[src/spi_master_pkg.sv]
package spi_master_pkg;

    localparam int NCS        = 4;
    localparam int CS_W       = 2;
    localparam int FIFO_DEPTH = 16;
    localparam int PM_W       = 4;
    localparam int DLY_W      = 4;
    localparam int TRANLEN_W  = 8;
    localparam int DATA_W     = 32;
    localparam int ADDR_W     = 8;

    // register map, byte addresses
    localparam logic [ADDR_W-1:0] ADDR_SPMODE  = 8'h00;
    localparam logic [ADDR_W-1:0] ADDR_SPIE    = 8'h04;
    localparam logic [ADDR_W-1:0] ADDR_SPIM    = 8'h08;
    localparam logic [ADDR_W-1:0] ADDR_SPCOM   = 8'h0C;
    localparam logic [ADDR_W-1:0] ADDR_SPITF   = 8'h10;
    localparam logic [ADDR_W-1:0] ADDR_SPIRF   = 8'h14;
    localparam logic [ADDR_W-1:0] ADDR_CSMODE0 = 8'h20; // CSMODE1..3 every 4 bytes

    localparam int SPMODE_EN   = 31;
    localparam int SPMODE_LOOP = 30;

    localparam int SPIE_DON = 0;
    localparam int SPIE_TNF = 1;
    localparam int SPIE_TXE = 2;
    localparam int SPIE_RNE = 3;
    localparam int SPIE_RXF = 4;
    localparam int SPIE_W   = 5;
    localparam logic [SPIE_W-1:0] SPIE_DEF = 5'b00110; // tx empty, tx not full

    typedef struct packed {
        logic             ci;    // sck idle level
        logic             cp;    // sample on trailing edge
        logic             pol;   // select active high
        logic [PM_W-1:0]  pm;
        logic [DLY_W-1:0] csbef;
        logic [DLY_W-1:0] csaft;
        logic [DLY_W-1:0] cscg;
    } csmode_t;

    localparam int CSMODE_W = $bits(csmode_t);
    // select active low, sck idles high
    localparam csmode_t CSMODE_DEF = '{ci: 1'b1, default: '0};

    typedef struct packed {
        logic [CS_W-1:0]      cs;
        logic [TRANLEN_W-1:0] tranlen; // characters minus one
    } spcom_t;

    localparam int SPCOM_W = $bits(spcom_t);

    typedef struct packed {
        logic              wen;
        logic [ADDR_W-1:0] addr;
        logic [DATA_W-1:0] data;
    } reg_wr_t;

    typedef enum logic [2:0] {
        FS_IDLE,
        FS_BEF_WAIT,
        FS_DATA_WAIT,
        FS_IN_TRANS,
        FS_AFT_WAIT,
        FS_CG_WAIT
    } frame_state_e;

    typedef struct packed {
        logic busy;
        logic can_start;
        logic done;      // one cycle at end of frame
    } engine_status_t;

endpackage
[src/spi_master_top.sv]
`timescale 1ns/10ps
module spi_master_top (
    input  logic                              S_SYSCLK,
    input  logic                              S_RESETN,
    input  spi_master_pkg::reg_wr_t           i_reg_wr,
    input  logic                              i_reg_rden,
    input  logic [spi_master_pkg::ADDR_W-1:0] i_araddr,
    input  logic                              i_spi_miso,
    output logic [spi_master_pkg::DATA_W-1:0] o_rdata,
    output logic                              o_irq,
    output logic                              o_spi_sck,
    output logic                              o_spi_mosi,
    output logic [spi_master_pkg::NCS-1:0]    o_spi_sel
);
    import spi_master_pkg::*;

    spcom_t          spcom;
    csmode_t         csmode;
    engine_status_t  eng;
    logic            start;
    logic            loop;
    logic            fifo_clr;
    logic [NCS-1:0]  cs_idle_pol;
    logic            tx_push, tx_pop, tx_full, tx_empty;
    logic            rx_push, rx_pop, rx_full, rx_empty;
    logic [7:0]      tx_wdata, tx_data, rx_wdata, rx_data;
    logic            brg_run, brg_sck, brg_lead, brg_trail;
    logic [PM_W-1:0] brg_pm;

    spi_regs u_regs (
        .S_SYSCLK(S_SYSCLK), .S_RESETN(S_RESETN),
        .i_reg_wr(i_reg_wr), .i_reg_rden(i_reg_rden), .i_araddr(i_araddr),
        .i_eng(eng),
        .i_tx_full(tx_full), .i_tx_empty(tx_empty),
        .i_rx_empty(rx_empty), .i_rx_full(rx_full), .i_rx_data(rx_data),
        .o_rdata(o_rdata), .o_irq(o_irq), .o_start(start),
        .o_spcom(spcom), .o_csmode(csmode), .o_loop(loop),
        .o_tx_push(tx_push), .o_tx_wdata(tx_wdata), .o_rx_pop(rx_pop),
        .o_fifo_clr(fifo_clr), .o_cs_idle_pol(cs_idle_pol)
    );

    spi_byte_fifo #(.DEPTH(FIFO_DEPTH)) u_txfifo (
        .S_SYSCLK(S_SYSCLK), .S_RESETN(S_RESETN), .i_clr(fifo_clr),
        .i_push(tx_push), .i_data(tx_wdata), .i_pop(tx_pop),
        .o_data(tx_data), .o_full(tx_full), .o_empty(tx_empty)
    );

    // received bytes dropped by the fifo when full
    spi_byte_fifo #(.DEPTH(FIFO_DEPTH)) u_rxfifo (
        .S_SYSCLK(S_SYSCLK), .S_RESETN(S_RESETN), .i_clr(fifo_clr),
        .i_push(rx_push), .i_data(rx_wdata), .i_pop(rx_pop),
        .o_data(rx_data), .o_full(rx_full), .o_empty(rx_empty)
    );

    spi_baud_gen u_brg (
        .S_SYSCLK(S_SYSCLK), .S_RESETN(S_RESETN),
        .i_run(brg_run), .i_pm(brg_pm),
        .o_sck(brg_sck), .o_lead(brg_lead), .o_trail(brg_trail)
    );

    spi_frame_engine u_engine (
        .S_SYSCLK(S_SYSCLK), .S_RESETN(S_RESETN),
        .i_start(start), .i_spcom(spcom), .i_csmode(csmode),
        .i_cs_idle_pol(cs_idle_pol), .i_loop(loop),
        .i_tx_data(tx_data), .i_tx_empty(tx_empty),
        .i_lead(brg_lead), .i_trail(brg_trail), .i_sck(brg_sck),
        .i_spi_miso(i_spi_miso),
        .o_status(eng), .o_tx_pop(tx_pop),
        .o_rx_push(rx_push), .o_rx_data(rx_wdata),
        .o_brg_run(brg_run), .o_brg_pm(brg_pm),
        .o_spi_sck(o_spi_sck), .o_spi_mosi(o_spi_mosi), .o_spi_sel(o_spi_sel)
    );

endmodule

[src/spi_frame_engine.sv]
`timescale 1ns/10ps
module spi_frame_engine (
    input  logic                              S_SYSCLK,
    input  logic                              S_RESETN,
    input  logic                              i_start,
    input  spi_master_pkg::spcom_t            i_spcom,
    input  spi_master_pkg::csmode_t           i_csmode,
    input  logic [spi_master_pkg::NCS-1:0]    i_cs_idle_pol,
    input  logic                              i_loop,
    input  logic [7:0]                        i_tx_data,
    input  logic                              i_tx_empty,
    input  logic                              i_lead,
    input  logic                              i_trail,
    input  logic                              i_sck,
    input  logic                              i_spi_miso,
    output spi_master_pkg::engine_status_t    o_status,
    output logic                              o_tx_pop,
    output logic                              o_rx_push,
    output logic [7:0]                        o_rx_data,
    output logic                              o_brg_run,
    output logic [spi_master_pkg::PM_W-1:0]   o_brg_pm,
    output logic                              o_spi_sck,
    output logic                              o_spi_mosi,
    output logic [spi_master_pkg::NCS-1:0]    o_spi_sel
);
    import spi_master_pkg::*;

    frame_state_e         state;
    logic [DLY_W-1:0]     dly_cnt;
    logic [TRANLEN_W-1:0] chr_cnt;
    logic [2:0]           bit_cnt;
    logic [7:0]           tx_sh;
    logic [7:0]           rx_sh;
    logic                 pend_start, sel_act, done_q, rx_push_q, dout;
    logic                 din, shift_edge, sample_edge, char_end, last_char, load;
    logic                 in_trans;

    assign in_trans    = (state == FS_IN_TRANS);
    assign din         = i_loop ? dout : i_spi_miso;
    assign shift_edge  = in_trans && (i_csmode.cp ? i_lead : i_trail);
    assign sample_edge = in_trans && (i_csmode.cp ? i_trail : i_lead);
    assign char_end    = in_trans && i_trail && (bit_cnt == 3'd7);
    assign last_char   = (chr_cnt == i_spcom.tranlen);

    // next character taken from the tx fifo
    always_comb begin
        case (state)
            FS_BEF_WAIT:  load = i_trail && (dly_cnt == '0) && !i_tx_empty;
            FS_DATA_WAIT: load = !i_tx_empty;
            FS_IN_TRANS:  load = char_end && !last_char && !i_tx_empty;
            default:      load = 1'b0;
        endcase
    end

    always_ff @(posedge S_SYSCLK) begin
        if (!S_RESETN) begin
            state      <= FS_IDLE;
            dly_cnt    <= '0;
            chr_cnt    <= '0;
            pend_start <= 1'b0;
            sel_act    <= 1'b0;
            done_q     <= 1'b0;
        end else begin
            done_q <= 1'b0;
            case (state)
                FS_IDLE: if (i_start) begin
                    state   <= FS_BEF_WAIT;
                    sel_act <= 1'b1;
                    dly_cnt <= i_csmode.csbef;
                    chr_cnt <= '0;
                end
                FS_BEF_WAIT: if (i_trail) begin
                    if (dly_cnt != '0) dly_cnt <= dly_cnt - 1'b1;
                    else               state   <= load ? FS_IN_TRANS : FS_DATA_WAIT;
                end
                FS_DATA_WAIT: if (load) state <= FS_IN_TRANS;
                FS_IN_TRANS: if (char_end) begin
                    if (last_char) begin
                        state   <= FS_AFT_WAIT;
                        dly_cnt <= i_csmode.csaft;
                    end else begin
                        chr_cnt <= chr_cnt + 1'b1;
                        if (!load) state <= FS_DATA_WAIT; // tx ran dry, sel held
                    end
                end
                FS_AFT_WAIT: if (i_trail) begin
                    if (dly_cnt != '0) begin
                        dly_cnt <= dly_cnt - 1'b1;
                    end else begin
                        state   <= FS_CG_WAIT;
                        dly_cnt <= i_csmode.cscg;
                        sel_act <= 1'b0;
                        done_q  <= 1'b1;
                    end
                end
                FS_CG_WAIT: begin
                    if (i_start) pend_start <= 1'b1;
                    if (i_trail && dly_cnt != '0) begin
                        dly_cnt <= dly_cnt - 1'b1;
                    end else if (i_trail) begin
                        if (pend_start || i_start) begin
                            state      <= FS_BEF_WAIT;
                            sel_act    <= 1'b1;
                            dly_cnt    <= i_csmode.csbef;
                            chr_cnt    <= '0;
                            pend_start <= 1'b0;
                        end else begin
                            state <= FS_IDLE;
                        end
                    end
                end
                default: state <= FS_IDLE;
            endcase
        end
    end

    always_ff @(posedge S_SYSCLK) begin
        if (!S_RESETN) begin
            bit_cnt   <= '0;
            dout      <= 1'b0;
            rx_push_q <= 1'b0;
        end else begin
            rx_push_q <= char_end;
            if (load) begin
                bit_cnt <= '0;
                if (!i_csmode.cp) dout <= i_tx_data[7]; // cp=0 presents msb early
            end else begin
                if (in_trans && i_trail) bit_cnt <= bit_cnt + 1'b1;
                if (shift_edge)          dout    <= tx_sh[7];
            end
        end
    end

    always_ff @(posedge S_SYSCLK) begin
        if (load) begin
            tx_sh <= i_csmode.cp ? i_tx_data : {i_tx_data[6:0], 1'b0};
        end else if (shift_edge) begin
            tx_sh <= {tx_sh[6:0], 1'b0};
        end
        if (sample_edge) begin
            rx_sh <= {rx_sh[6:0], din};
        end
    end

    always_comb begin
        for (int i = 0; i < NCS; i++) begin
            if (sel_act && (i_spcom.cs == CS_W'(i))) o_spi_sel[i] = ~i_cs_idle_pol[i];
            else                                     o_spi_sel[i] = i_cs_idle_pol[i];
        end
    end

    assign o_status.busy      = (state != FS_IDLE);
    assign o_status.can_start = (state == FS_IDLE) || (state == FS_CG_WAIT);
    assign o_status.done      = done_q;
    assign o_tx_pop   = load;
    assign o_rx_push  = rx_push_q;
    assign o_rx_data  = rx_sh;
    assign o_brg_run  = (state != FS_IDLE) && (state != FS_DATA_WAIT);
    assign o_brg_pm   = i_csmode.pm;
    assign o_spi_sck  = in_trans ? (i_sck ^ i_csmode.ci) : i_csmode.ci;
    assign o_spi_mosi = dout;

endmodule

[src/spi_regs.sv]
`timescale 1ns/10ps
module spi_regs (
    input  logic                              S_SYSCLK,
    input  logic                              S_RESETN,
    input  spi_master_pkg::reg_wr_t           i_reg_wr,
    input  logic                              i_reg_rden,
    input  logic [spi_master_pkg::ADDR_W-1:0] i_araddr,
    input  spi_master_pkg::engine_status_t    i_eng,
    input  logic                              i_tx_full,
    input  logic                              i_tx_empty,
    input  logic                              i_rx_empty,
    input  logic                              i_rx_full,
    input  logic [7:0]                        i_rx_data,
    output logic [spi_master_pkg::DATA_W-1:0] o_rdata,
    output logic                              o_irq,
    output logic                              o_start,
    output spi_master_pkg::spcom_t            o_spcom,
    output spi_master_pkg::csmode_t           o_csmode,
    output logic                              o_loop,
    output logic                              o_tx_push,
    output logic [7:0]                        o_tx_wdata,
    output logic                              o_rx_pop,
    output logic                              o_fifo_clr,
    output logic [spi_master_pkg::NCS-1:0]    o_cs_idle_pol
);
    import spi_master_pkg::*;

    logic              spm_en;
    logic              spm_loop;
    logic [SPIE_W-1:0] spie;
    logic [SPIE_W-1:0] spim;
    spcom_t            spcom;
    csmode_t           csmode_r [NCS];
    logic              start_q;
    logic              wr_spmode, wr_spie, wr_spim, wr_spcom, wr_spitf, wr_cs;
    logic              rd_cs;
    logic [CS_W-1:0]   cs_wr_idx;
    logic [CS_W-1:0]   cs_rd_idx;

    assign wr_spmode = i_reg_wr.wen && (i_reg_wr.addr == ADDR_SPMODE);
    assign wr_spie   = i_reg_wr.wen && (i_reg_wr.addr == ADDR_SPIE);
    assign wr_spim   = i_reg_wr.wen && (i_reg_wr.addr == ADDR_SPIM);
    assign wr_spcom  = i_reg_wr.wen && (i_reg_wr.addr == ADDR_SPCOM);
    assign wr_spitf  = i_reg_wr.wen && (i_reg_wr.addr == ADDR_SPITF);

    // CSMODE block decodes on the upper address bits
    assign wr_cs     = i_reg_wr.wen &&
                       (i_reg_wr.addr[ADDR_W-1:CS_W+2] == ADDR_CSMODE0[ADDR_W-1:CS_W+2]);
    assign cs_wr_idx = i_reg_wr.addr[CS_W+1:2];
    assign rd_cs     = (i_araddr[ADDR_W-1:CS_W+2] == ADDR_CSMODE0[ADDR_W-1:CS_W+2]);
    assign cs_rd_idx = i_araddr[CS_W+1:2];

    always_ff @(posedge S_SYSCLK) begin
        if (!S_RESETN) begin
            spm_en   <= 1'b0;
            spm_loop <= 1'b0;
            spie     <= SPIE_DEF;
            spim     <= '0;
            spcom    <= '0;
            start_q  <= 1'b0;
            for (int i = 0; i < NCS; i++) begin
                csmode_r[i] <= CSMODE_DEF;
            end
        end else begin
            start_q <= 1'b0;

            // level bits follow the fifo flags
            spie[SPIE_TNF] <= !i_tx_full;
            spie[SPIE_TXE] <= i_tx_empty;
            spie[SPIE_RNE] <= !i_rx_empty;
            spie[SPIE_RXF] <= i_rx_full;
            if (i_eng.done) begin
                spie[SPIE_DON] <= 1'b1;
            end else if (wr_spie && i_reg_wr.data[SPIE_DON]) begin
                spie[SPIE_DON] <= 1'b0; // w1c
            end

            if (wr_spmode) begin
                spm_en   <= i_reg_wr.data[SPMODE_EN];
                spm_loop <= i_reg_wr.data[SPMODE_LOOP];
            end
            if (wr_spim) begin
                spim <= i_reg_wr.data[SPIE_W-1:0];
            end
            if (wr_spcom && spm_en && i_eng.can_start) begin
                spcom   <= spcom_t'(i_reg_wr.data[SPCOM_W-1:0]);
                start_q <= 1'b1;
            end
            if (wr_cs) begin
                csmode_r[cs_wr_idx] <= csmode_t'(i_reg_wr.data[CSMODE_W-1:0]);
            end
        end
    end

    always_comb begin
        o_rdata = '0;
        if (rd_cs) begin
            o_rdata[CSMODE_W-1:0] = csmode_r[cs_rd_idx];
        end else begin
            case (i_araddr)
                ADDR_SPMODE: begin
                    o_rdata[SPMODE_EN]   = spm_en;
                    o_rdata[SPMODE_LOOP] = spm_loop;
                end
                ADDR_SPIE:  o_rdata[SPIE_W-1:0]  = spie;
                ADDR_SPIM:  o_rdata[SPIE_W-1:0]  = spim;
                ADDR_SPCOM: o_rdata[SPCOM_W-1:0] = spcom;
                ADDR_SPIRF: o_rdata[7:0] = i_rx_empty ? 8'h00 : i_rx_data;
                default: ;  // SPITF is write only
            endcase
        end
    end

    always_comb begin
        for (int i = 0; i < NCS; i++) begin
            o_cs_idle_pol[i] = ~csmode_r[i].pol;
        end
    end

    assign o_rx_pop   = i_reg_rden && (i_araddr == ADDR_SPIRF) && !i_rx_empty;
    assign o_tx_push  = wr_spitf && spm_en && !i_tx_full;
    assign o_tx_wdata = i_reg_wr.data[7:0];
    assign o_fifo_clr = !spm_en;
    assign o_irq      = |(spie & spim);
    assign o_start    = start_q;
    assign o_spcom    = spcom;
    assign o_csmode   = csmode_r[spcom.cs];
    assign o_loop     = spm_loop;

endmodule

[src/spi_baud_gen.sv]
`timescale 1ns/10ps
module spi_baud_gen (
    input  logic                            S_SYSCLK,
    input  logic                            S_RESETN,
    input  logic                            i_run,
    input  logic [spi_master_pkg::PM_W-1:0] i_pm,
    output logic                            o_sck,
    output logic                            o_lead,
    output logic                            o_trail
);
    import spi_master_pkg::*;

    logic [PM_W-1:0] cnt;
    logic            phase;    // 1 while away from idle level
    logic            half_end;

    assign half_end = i_run && (cnt == i_pm);

    always_ff @(posedge S_SYSCLK) begin
        if (!S_RESETN) begin
            cnt   <= '0;
            phase <= 1'b0;
        end else if (!i_run) begin
            // parked in idle phase, next run starts clean
            cnt   <= '0;
            phase <= 1'b0;
        end else if (half_end) begin
            cnt   <= '0;
            phase <= ~phase;
        end else begin
            cnt <= cnt + 1'b1;
        end
    end

    assign o_sck   = phase;
    assign o_lead  = half_end && !phase;
    assign o_trail = half_end && phase;

endmodule

[src/spi_byte_fifo.sv]
`timescale 1ns/10ps
module spi_byte_fifo #(
    parameter int DEPTH = 16
) (
    input  logic       S_SYSCLK,
    input  logic       S_RESETN,
    input  logic       i_clr,
    input  logic       i_push,
    input  logic [7:0] i_data,
    input  logic       i_pop,
    output logic [7:0] o_data,
    output logic       o_full,
    output logic       o_empty
);
    localparam int AW = $clog2(DEPTH);
    localparam int CW = $clog2(DEPTH + 1);

    logic [7:0]    mem [DEPTH];
    logic [AW-1:0] wr_ptr;
    logic [AW-1:0] rd_ptr;
    logic [CW-1:0] count;
    logic          do_push;
    logic          do_pop;

    assign do_push = i_push && !o_full;
    assign do_pop  = i_pop && !o_empty;

    always_ff @(posedge S_SYSCLK) begin
        if (!S_RESETN || i_clr) begin
            wr_ptr <= '0;
            rd_ptr <= '0;
            count  <= '0;
        end else begin
            if (do_push) begin
                wr_ptr <= (wr_ptr == AW'(DEPTH - 1)) ? '0 : wr_ptr + 1'b1;
            end
            if (do_pop) begin
                rd_ptr <= (rd_ptr == AW'(DEPTH - 1)) ? '0 : rd_ptr + 1'b1;
            end
            case ({do_push, do_pop})
                2'b10:   count <= count + 1'b1;
                2'b01:   count <= count - 1'b1;
                default: ;
            endcase
        end
    end

    always_ff @(posedge S_SYSCLK) begin
        if (do_push) begin
            mem[wr_ptr] <= i_data;
        end
    end

    assign o_data  = mem[rd_ptr]; // head, no read latency
    assign o_full  = (count == CW'(DEPTH));
    assign o_empty = (count == '0);

endmodule

[config.mk]
export PLATFORM = sky130hd
export DESIGN_NAME = spi_master_top
export DESIGN_NICKNAME = d
export VERILOG_FILES = /design/src/spi_master_pkg.sv /design/src/spi_master_top.sv /design/src/spi_frame_engine.sv /design/src/spi_regs.sv /design/src/spi_baud_gen.sv /design/src/spi_byte_fifo.sv
export SDC_FILE = /design/constraint.sdc
export NUM_CORES = 1
export LEC_CHECK = 0
export ABC_AREA = 0
export BUFFER_PORTS_ARGS = -buffer_cell sky130_fd_sc_hd__buf_4
export CAP_MARGIN = 30
export CORE_MARGIN = 2
export CORE_UTILIZATION = 40
export DETAILED_ROUTE_END_ITERATION = 8
export PLACE_DENSITY = 0.55
export SKIP_LAST_GASP = 1
export SLEW_MARGIN = 0
export SYNTH_ARGS = -nofsm -noshare
export SYNTH_HDL_FRONTEND = slang
export SYNTH_HIERARCHICAL = 1
export SYNTH_SLANG_ARGS = --single-unit
[constraint.sdc]
create_clock -name S_SYSCLK -period 6.33 [get_ports S_SYSCLK]
set_clock_uncertainty 0.2 [all_clocks]
set_input_delay 0.633 -clock S_SYSCLK [delete_from_list [all_inputs] [get_ports S_SYSCLK]]
set_output_delay 0.633 -clock S_SYSCLK [all_outputs]
set_load 0.05 [all_outputs]
==> out/summary.txt, run 1 <==
data required time of the critical path -> 6.61 ns
Inserted Clock Buffers -> 48
placed cells -> 1,970
number of vias per cell -> 5.406
unrepaired setup endpoints after global routing -> no
Final Max Slew Viols -> 0
DRT Pass-1 Iters -> 6
WL/cell -> 22.37 um
Die H -> 227.0 um
startpoint types -> register
Max H-tree Level -> 2
ratio of cells with drive above 1 in the final layout -> 0.2423
IO buf count -> 69
placed instance area -> 0.02098 mm^2
Ports -> 92
Tot Pwr -> 6.364 mW
first-pass GRT wire length -> 69,530 um
DIE WIDTH -> 227.0 um
Arr. time, crit path -> 5.50 ns
Initial Util -> 0.4053
core region area -> 0.04905 mm^2
Routed Antenna Nets -> 0
largest net degree at the start of global routing -> 76
Final HPWL DP -> 30,190 um
cell family with most CP delay -> compound AO/OA/AOI/OAI gates
HP Class -> input port to register
CTS Sinks -> 435
min Tclk post-route -> 5.221 ns
number of nets in the layout -> 1,430
Total Routing Usage GR -> 0.1816
setup tns final -> 0 ns
Slew @ Worst Pin -> 0.9714 ns
CP max FO -> 21
CTS Hold Bufs -> 0
Syn Area/Cell -> 15.32 um^2
Max Clock Freq -> 191.5 MHz
via count -> 11,140
Area Growth Syn to Fin -> 13.60%
Starting DRT DRC Count -> 848
maxcap violations -> 0
row count -> 81
Core Util, Final -> 0.4605
CP Cell Sequence -> mux4_2, xor2_1, nor4_4, and3_1, buf_4, nand2_1, a21oi_1, o21ai_1, a211oi_2, o21ai_4, inv_1, ha_1, xor2_1, ha_1, a21oi_1, xnor2_1, or3_1, a21oi_1
CTS Buffer Depth -> 3
peak supply drop -> 0.2160 mV
WP buf/inv -> 2
cts repair resizes -> 0
clk slew on worst S/H paths -> 0.06 ns
final worst path period share -> 0.8248
Syn Std Cell Area -> 0.01988 mm^2
post-route cell area -> 0.02259 mm^2
Crit Path Class -> register to register
Residual DRC -> 0
total grt overflow -> 0
total number of yosys warnings -> 6
status -> finished clean
CTS tree -> built
pwr dens -> 281.8 mW/mm^2
Final Hold Viols -> 0
initial antenna violation count -> 0
Layout Cells excl Fill -> 2,060
GPL Wtd Cong -> 0.8632
setup violators final -> 0
die footprint -> 0.05151 mm^2
Pleak -> 7.405 nW
vias in the first global route -> 11,300
Post-CTS Setup Inserts -> 0
CP most frequent cell -> a21oi_1
CP endpoint kind -> register
CP max stage delay -> 0.77 ns
Max-slew headroom -> 0.3503
CTS root buf -> clkbuf_16
Slowest-stage cell, CP -> dfxtp_1
WL final -> 46,080 um
Post-Syn Instances -> 1,298
Skew-Pair Late Insertion Delay -> 0.60 ns
==> per-layer routing <==
| metal | up-vias | track usage | routed length (um) | part of all wire |
|---|---|---|---|---|
| met5 | - | 0 | 0 | 0 |
| met4 | 0 | 0.04196 | 826 | 0.018 |
| met3 | 58 | 0.03214 | 1951 | 0.042 |
| met2 | 220 | 0.3018 | 22500 | 0.49 |
| met1 | 5730 | 0.2501 | 20790 | 0.45 |
| li1 | 5128 | - | - | - |
==> cell type report <==
class	count	area, um^2
antenna	1	2.502
timing repair buffer	96	720.7
clock inverter	33	377.9
clock buffer	56	1231
sequential	435	12200
multi-input combinational	744	7112
tap	664	830.8
fill	4368	26470
inverter	31	116.4
==> stage by stage <==
step	worst slack (ns)	hold WS (ns)
final	1.109	0.1232
after global routing	0.6870	0.1007
after CTS	1.078	0.08551
after detailed placement	1.083	0.2734
after global placement	1.099	0.2678
after floorplan	1.188	0.2480
==> flip-flops by register name, indices dropped and copies added, names as in the netlist, 8 cells and up, named ones only <==
name and count:
u_rxfifo/mem 128, u_engine/o_rx_data 8, u_engine/tx_sh 8, u_regs/csmode_r 76, u_regs/o_spcom 10, u_engine/chr_cnt 8, u_txfifo/mem 128
==> cells in the final DEF (no fill, tap or decap), types with 25 or more instances in the layout <==
cell,count
edfxtp_1,348
mux4_2,117
and2_1,113
buf_4,96
dfxtp_1,84
nand2_1,69
clkbuf_16,48
nor2_1,39
mux2i_1,38
a21oi_1,32
inv_1,30
nand3_1,25
==> worst reg2reg max path, cell delays in order (launching register included) <==
cell,delay (ns)
dfxtp_1,0.77
mux4_2,0.60
xor2_1,0.18
nor4_4,0.46
and3_1,0.22
buf_4,0.24
nand2_1,0.11
a21oi_1,0.19
o21ai_1,0.11
a211oi_2,0.44
o21ai_4,0.15
inv_1,0.11
ha_1,0.31
xor2_1,0.18
ha_1,0.21
a21oi_1,0.07
xnor2_1,0.15
or3_1,0.30
a21oi_1,0.13
==> where the power goes <==
part	internal [mW]	total, mW	switching (mW)	leakage, nW
clock network	1.69	2.83	1.14	0.775
registers	3.11	3.15	0.0409	3.87
logic	0.144	0.390	0.246	2.76
total	4.94	6.36	1.43	7.41
==> final timing paths <==
path,start,end,slack [ns],cells past startpoint
max,register,u_txfifo/count[2]$_SDFFE_PP0P_,1.11,18
min,i_reg_wr[31],u_regs/spm_en$_SDFFE_PN0P_,0.12,3
max reg2reg,register,u_txfifo/count[2]$_SDFFE_PP0P_,1.11,18
min reg2reg,u_regs/o_loop$_SDFFE_PN0P_,u_regs/o_loop$_SDFFE_PN0P_,0.28,2
(Power assumes the default switching activity.)
==> run 2, diff against run 1 <==
Clock period 6.33 ns to 5 ns, I/O delays scaled along.
==> run 2 against run 1 <==
  * Sequential power grew 26%
  * Combinational power grew 38%
  * Critical path depth shrank 1
  * Via count grew 2.1%
  * Power grew 26%
  * Final area grew 0.52%
  * Register-to-register slack lost 0.67 ns
  * Clock-buffer cell count shrank 2
  * Non-clock buffer count grew 16
  * Final cell count grew 0.68%
  * Clock power grew 23%
  * Wire length grew 3.1%
==> out/summary.txt, run 2 (same netlist as run 1, synthesis figures left out) <==
Largest regs -> u_rxfifo/mem (128), u_txfifo/mem (128), u_regs/csmode_r (76)
fillers -> 4,317 (-1.2%)
Max-slew headroom -> 0.3497 (-0.0005640)
unrepaired setup endpoints after global routing -> no
pwr dens -> 352.3 mW/mm^2 (+25%)
WL final -> 47,520 um (+3.1%)
DRT Pass-1 Iters -> 7 (+1)
Layout Cells excl Fill -> 2,074 (+0.68%)
Max Clock Freq -> 219.4 MHz (+15%)
die footprint -> 0.05151 mm^2 (unchanged)
Routed Antenna Nets -> 0 (unchanged)
CP endpoint kind -> register
first-pass GRT wire length -> 71,550 um (+2.9%)
Inserted Clock Buffers -> 47 (-2.1%)
peak supply drop -> 0.3015 mV (+40%)
number of nets in the layout -> 1,445 (+1.0%)
Total Routing Usage GR -> 0.1882 (+0.006599)
reg2reg setup slack -> 0.44 ns (-0.67 ns)
data required time of the critical path -> 5.27 ns (-1.34 ns)
hold_sp -> i_reg_wr[12]
Die H -> 227.0 um (unchanged)
final worst path period share -> 0.9115 (+0.08674)
number of vias per cell -> 5.480 (+1.4%)
Seq. cell area -> 0.01220 mm^2 (about the same)
hold path endpoint -> u_regs/csmode_r[2][12]$_SDFFCE_PN0P_
Crit Path Class -> register to register
Pleak -> 7.469 nW (+0.86%)
WHS Path Cells -> 2 (-1)
CTS tree -> built
placed instance area -> 0.02102 mm^2 (+0.21%)
via count -> 11,370 (+2.1%)
min Tclk post-route -> 4.557 ns (-0.6632 ns)
placed cells -> 1,974 (+0.20%)
largest net degree at the start of global routing -> 52 (-32%)
Skew-Pair Late Insertion Delay -> 0.60 ns (about the same)
Initial Util -> 0.4053 (unchanged)
Ports -> 92 (unchanged)
Max H-tree Level -> 2 (unchanged)
dpl ws -> 0.3204 ns (-0.7623 ns)
vias in the first global route -> 11,330 (+0.27%)
Final HPWL DP -> 30,450 um (+0.85%)
commonest non-fill, non-tap cells in the layout -> 348 x edfxtp_1, 117 x mux4_2, 113 x and2_1
CP max FO -> 8 (-62%)
initial antenna violation count -> 0 (unchanged)
ratio of cells with drive above 1 in the final layout -> 0.2470 (+0.004690)
Slew @ Worst Pin -> 0.9713 ns (-0.0001101 ns)
PnR worst setup slack -> 0.4425 ns (-0.6668 ns)
post-route cell area -> 0.02270 mm^2 (+0.52%)
setup violators final -> 0 (unchanged)
setup tns final -> 0 ns (unchanged)
CTS root buf -> clkbuf_16
clk slew on worst S/H paths -> 0.06 ns (about the same)
status -> finished clean
Final Max Slew Viols -> 0 (unchanged)
row count -> 81 (unchanged)
R2R cell count -> 17 (-1)
WL/cell -> 22.91 um (+2.4%)
IO buf count -> 69 (unchanged)
CTS Buffer Depth -> 3 (unchanged)
Starting DRT DRC Count -> 812 (-4.2%)
total grt overflow -> 0 (unchanged)
CTS Sinks -> 435 (unchanged)
Multi-input gate area -> 0.007122 mm^2 (+0.14%)
maxcap violations -> 0 (unchanged)
core region area -> 0.04905 mm^2 (unchanged)
Area Growth Syn to Fin -> 14.19%
Final Hold Slack -> 0.03310 ns (-0.09014 ns)
worst flop-to-flop path endpoint -> u_txfifo/count[4]$_SDFFE_PP0P_
most common cell after layout, fill and taps aside -> edfxtp_1
Arr. time, crit path -> 4.82 ns (-0.68 ns)
Final Hold Viols -> 0 (unchanged)
Residual DRC -> 0 (unchanged)
GPL Wtd Cong -> 0.8379 (-2.9%)
DIE WIDTH -> 227.0 um (unchanged)
HP Class -> input port to register
startpoint types -> register
==> run 2: cell type report <==
type / count / share of cell area
repair buffers: 112 / 0.03852
diodes: 1 / 0.0001102
inverters: 31 / 0.005125
well taps: 664 / 0.03659
clock inverters: 33 / 0.01444
flip-flops and latches: 435 / 0.5372
clock buffers: 54 / 0.05434
multi-input cells: 744 / 0.3137
==> run 2: timing repair <==
action / CTS / global route
buffers inserted: 0 / 0
gates resized for setup: 0 / 1
endpoints found under the setup margin: 0 / 2
hold buffers: 12 / 0
hold endpoints to repair: 36 / 0
==> run 2: critical path, cell delays in order (launching register included) <==
cell and delay [ns]:
dfxtp_2 0.45, mux4_2 0.56, xor2_1 0.18, nor4_4 0.29, and3_1 0.25, nand2_1 0.08
a21oi_1 0.19, o21ai_1 0.11, a211oi_2 0.48, o21ai_4 0.15, inv_1 0.11, ha_1 0.32
xor2_1 0.11, ha_1 0.22, inv_1 0.06, a32oi_1 0.09, a31oi_1 0.21, mux2_2 0.35
==> run 2: stage by stage <==
| step | power (mW) | util |
|---|---|---|
| detailed placement | 4.576 | 0.4285 |
| global route | 8.263 | 0.4628 |
| global placement | 4.568 | 0.4283 |
| CTS | 8.085 | 0.4628 |
| floorplan | 4.398 | - |
| finish | 7.999 | 0.4629 |
==> run 2: how the worst max path moves through the flow <==
stage	from	to	cells after the start
final	register	u_txfifo/count[4]$_SDFFE_PP0P_	17
after global routing	register	u_txfifo/count[4]$_SDFFE_PP0P_	17
after CTS	register	u_txfifo/count[4]$_SDFFE_PP0P_	17
after detailed placement	register	u_txfifo/count[4]$_SDFFE_PP0P_	17
after global placement	register	u_txfifo/count[4]$_SDFFE_PP0P_	17
after floorplan	register	u_txfifo/count[4]$_SDFFE_PP0P_	21
==> run 2: report_power, final <==
part / internal [mW] / switching (mW) / total (mW)
sequential: 3.93 / 0.0357 / 3.97
combinational: 0.200 / 0.339 / 0.539
clock: 2.00 / 1.49 / 3.49
total: 6.14 / 1.86 / 8.00
==> run 2: metal layers <==
layer,track usage,part of all wire,up-vias
li1,-,-,5165
met1,0.2715,0.45,5879
met2,0.3055,0.49,266
met3,0.02555,0.046,56
met4,0.04153,0.015,0
met5,0,0,-
==> run 3, diff against run 2 <==
Settings changed: HOLD_SLACK_MARGIN set to 0.12, REMOVE_ABC_BUFFERS set to 1.
==> run 3 against run 2 <==
  * Combinational power shrank 0.7%
  * Critical endpoint unchanged
  * Sequential power is essentially flat
  * Clock power shrank 1%
  * Wire length shrank 7.0%
  * Power shrank 0.66%
  * Global-route usage shrank 1.3 points
  * Worst setup slack lost 0.17 ns
  * Critical path depth grew 1
  * Via count shrank 1.8%
  * Flip-flop and latch count is the same
  * Sequential share of layout area shrank 0.31 points
  * Utilization grew 0.26 points
  * Largest cell class unchanged
==> out/summary.txt, run 3 (same netlist as run 1, synthesis figures left out) <==
HP Class -> input port to register
DIE WIDTH -> 227.0 um (unchanged)
commonest non-fill, non-tap cells in the layout -> 348 x edfxtp_1, 117 x mux4_2, 113 x and2_1
Max-slew headroom -> 0.3971 (+0.04737)
initial antenna violation count -> 1 (+1)
worst flop-to-flop path endpoint -> u_txfifo/count[4]$_SDFFE_PP0P_
Core Util, Final -> 0.4655 (+0.002627)
CP endpoint kind -> register
core region area -> 0.04905 mm^2 (unchanged)
Layout Cells excl Fill -> 2,088 (+0.68%)
Starting DRT DRC Count -> 656 (-19%)
CTS root buf -> clkbuf_16
Slew @ Worst Pin -> 0.9015 ns (-0.06987 ns)
R2R cell count -> 18 (+1)
status -> finished clean
Residual DRC -> 0 (unchanged)
reg2reg setup slack -> 0.27 ns (-0.17 ns)
Largest regs -> u_rxfifo/mem (128), u_txfifo/mem (128), u_regs/csmode_r (76)
Slowest-stage cell, CP -> mux4_2
most common cell after layout, fill and taps aside -> edfxtp_1
ratio of cells with drive above 1 in the final layout -> 0.2472 (about the same)
Inserted Clock Buffers -> 47 (unchanged)
Routed Antenna Nets -> 0 (unchanged)
Max Clock Freq -> 211.5 MHz (-3.6%)
CP max FO -> 8 (unchanged)
Initial Util -> 0.4053 (unchanged)
number of nets in the layout -> 1,461 (+1.1%)
WL final -> 44,220 um (-7.0%)
Skew-Pair Late Insertion Delay -> 0.58 ns (-0.02 ns)
Pleak -> 7.528 nW (+0.80%)
CTS Buffer Depth -> 3 (unchanged)
row count -> 81 (unchanged)
WHS Path Cells -> 3 (+1)
peak supply drop -> 0.2403 mV (-20%)
DRT Pass-1 Iters -> 5 (-2)
via count -> 11,160 (-1.8%)
final worst path period share -> 0.9458 (+0.03428)
n_diodes -> 0 (-1)
Total Routing Usage GR -> 0.1747 (-0.01346)
data required time of the critical path -> 5.25 ns (-0.02 ns)
CP max stage delay -> 0.51 ns (-0.05 ns)
Ports -> 92 (unchanged)
first-pass GRT wire length -> 67,620 um (-5.5%)
hold path endpoint -> u_regs/spm_en$_SDFFE_PN0P_
Final HPWL DP -> 29,680 um (-2.5%)
WL/cell -> 21.18 um (-7.6%)
total grt overflow -> 0 (unchanged)
startpoint types -> register
Area Growth Syn to Fin -> 14.84%
Final Max Slew Viols -> 0 (unchanged)
cell family with most CP delay -> compound AO/OA/AOI/OAI gates
maxcap violations -> 0 (unchanged)
min Tclk post-route -> 4.729 ns (+0.1714 ns)
Tot Pwr -> 7.947 mW (-0.66%)
GPL Wtd Cong -> 0.8320 (-0.70%)
setup violators final -> 0 (unchanged)
pwr dens -> 348.0 mW/mm^2 (-1.2%)
WP buf/inv -> 3 (+1)
Post-CTS Setup Inserts -> 0 (unchanged)
CTS Sinks -> 435 (unchanged)
Die H -> 227.0 um (unchanged)
hold_sp -> i_reg_wr[34]
unrepaired setup endpoints after global routing -> no
Arr. time, crit path -> 4.98 ns (+0.16 ns)
placed cells -> 1,979 (+0.25%)
CTS tree -> built
number of vias per cell -> 5.343 (-2.5%)
Final Hold Viols -> 0 (unchanged)
vias in the first global route -> 11,150 (-1.6%)
clk slew on worst S/H paths -> 0.06 ns (about the same)
dpl ws -> 0.2487 ns (-0.07167 ns)
die footprint -> 0.05151 mm^2 (unchanged)
Crit Path Class -> register to register
CP Cell Sequence -> buf_4, mux4_2, xor2_1, nor4_4, and3_1, nand2_1, a21oi_1, o21ai_1, a211oi_4, o21ai_4, inv_1, ha_1, xor2_1, ha_1, inv_1, a32oi_1, a31oi_1, mux2_2
largest net degree at the start of global routing -> 56 (+7.7%)
IO buf count -> 69 (unchanged)
PnR worst setup slack -> 0.2711 ns (-0.1714 ns)
Max H-tree Level -> 2 (unchanged)
## run 3: changes by cell type in the layout (fill, tap and decap cells not counted), moves of 5 or more
cell | previous run | this run
clkbuf_8 | 1 | 7
buf_4 | 99 | 104
clkinv_1 | 9 | 3
dlygate4sd3_1 | 12 | 23
clkbuf_1 | 5 | 14
nor4b_2 | 1 | 9
## run 3: repair_timing
item,CTS,global route
hold buffers,23,0
gates resized for setup,0,1
endpoints found under the hold margin,186,0
setup endpoints to repair,0,2
## run 3: worst max-delay path by stage
stage / start / end / depth (start not counted)
3_5_place_dp: register / u_txfifo/count[4]$_SDFFE_PP0P_ / 18
4_1_cts: register / u_txfifo/count[4]$_SDFFE_PP0P_ / 18
5_1_grt: register / u_txfifo/count[4]$_SDFFE_PP0P_ / 18
6_report: register / u_txfifo/count[4]$_SDFFE_PP0P_ / 18
3_3_place_gp: register / u_txfifo/count[4]$_SDFFE_PP0P_ / 18
2_1_floorplan: register / u_txfifo/count[4]$_SDFFE_PP0P_ / 17
## run 3: area by class of cell
class	count	area, um^2
inverter	31	116.4
fill	4300	26220
timing repair buffer	128	1022
multi-input combinational	744	7119
sequential	435	12200
tap	664	830.8
clock buffer	69	1350
clock inverter	17	198.9
## run 3: metrics by stage
step	hold slack [ns]	cell area (um^2)	TNS, ns
floorplan	0.2480	19330	-1.695
global placement	0.2665	21010	0
detailed placement	0.2749	21050	0
CTS	0.1602	22830	0
global route	0.1939	22830	0
finish	0.1817	22830	0
## run 3: layer usage
metal / part of all wire / up-vias / global-route usage
met3: 0.039 / 63 / 0.02478
li1: - / 5195 / -
met4: 0.021 / 0 / 0.05018
met2: 0.50 / 216 / 0.2941
met5: 0 / - / 0
met1: 0.44 / 5683 / 0.2374
## run 3: tightest hold or removal path: stages
cell and delay, ns:
buf_4 0.14, nor4_1 0.12, mux2i_1 0.13
## run 3: power breakdown
group          internal (mW)  switching [mW]
Combinational          0.205           0.330
Sequential              3.93          0.0389
Clock                   2.03            1.41
Total                   6.17            1.77
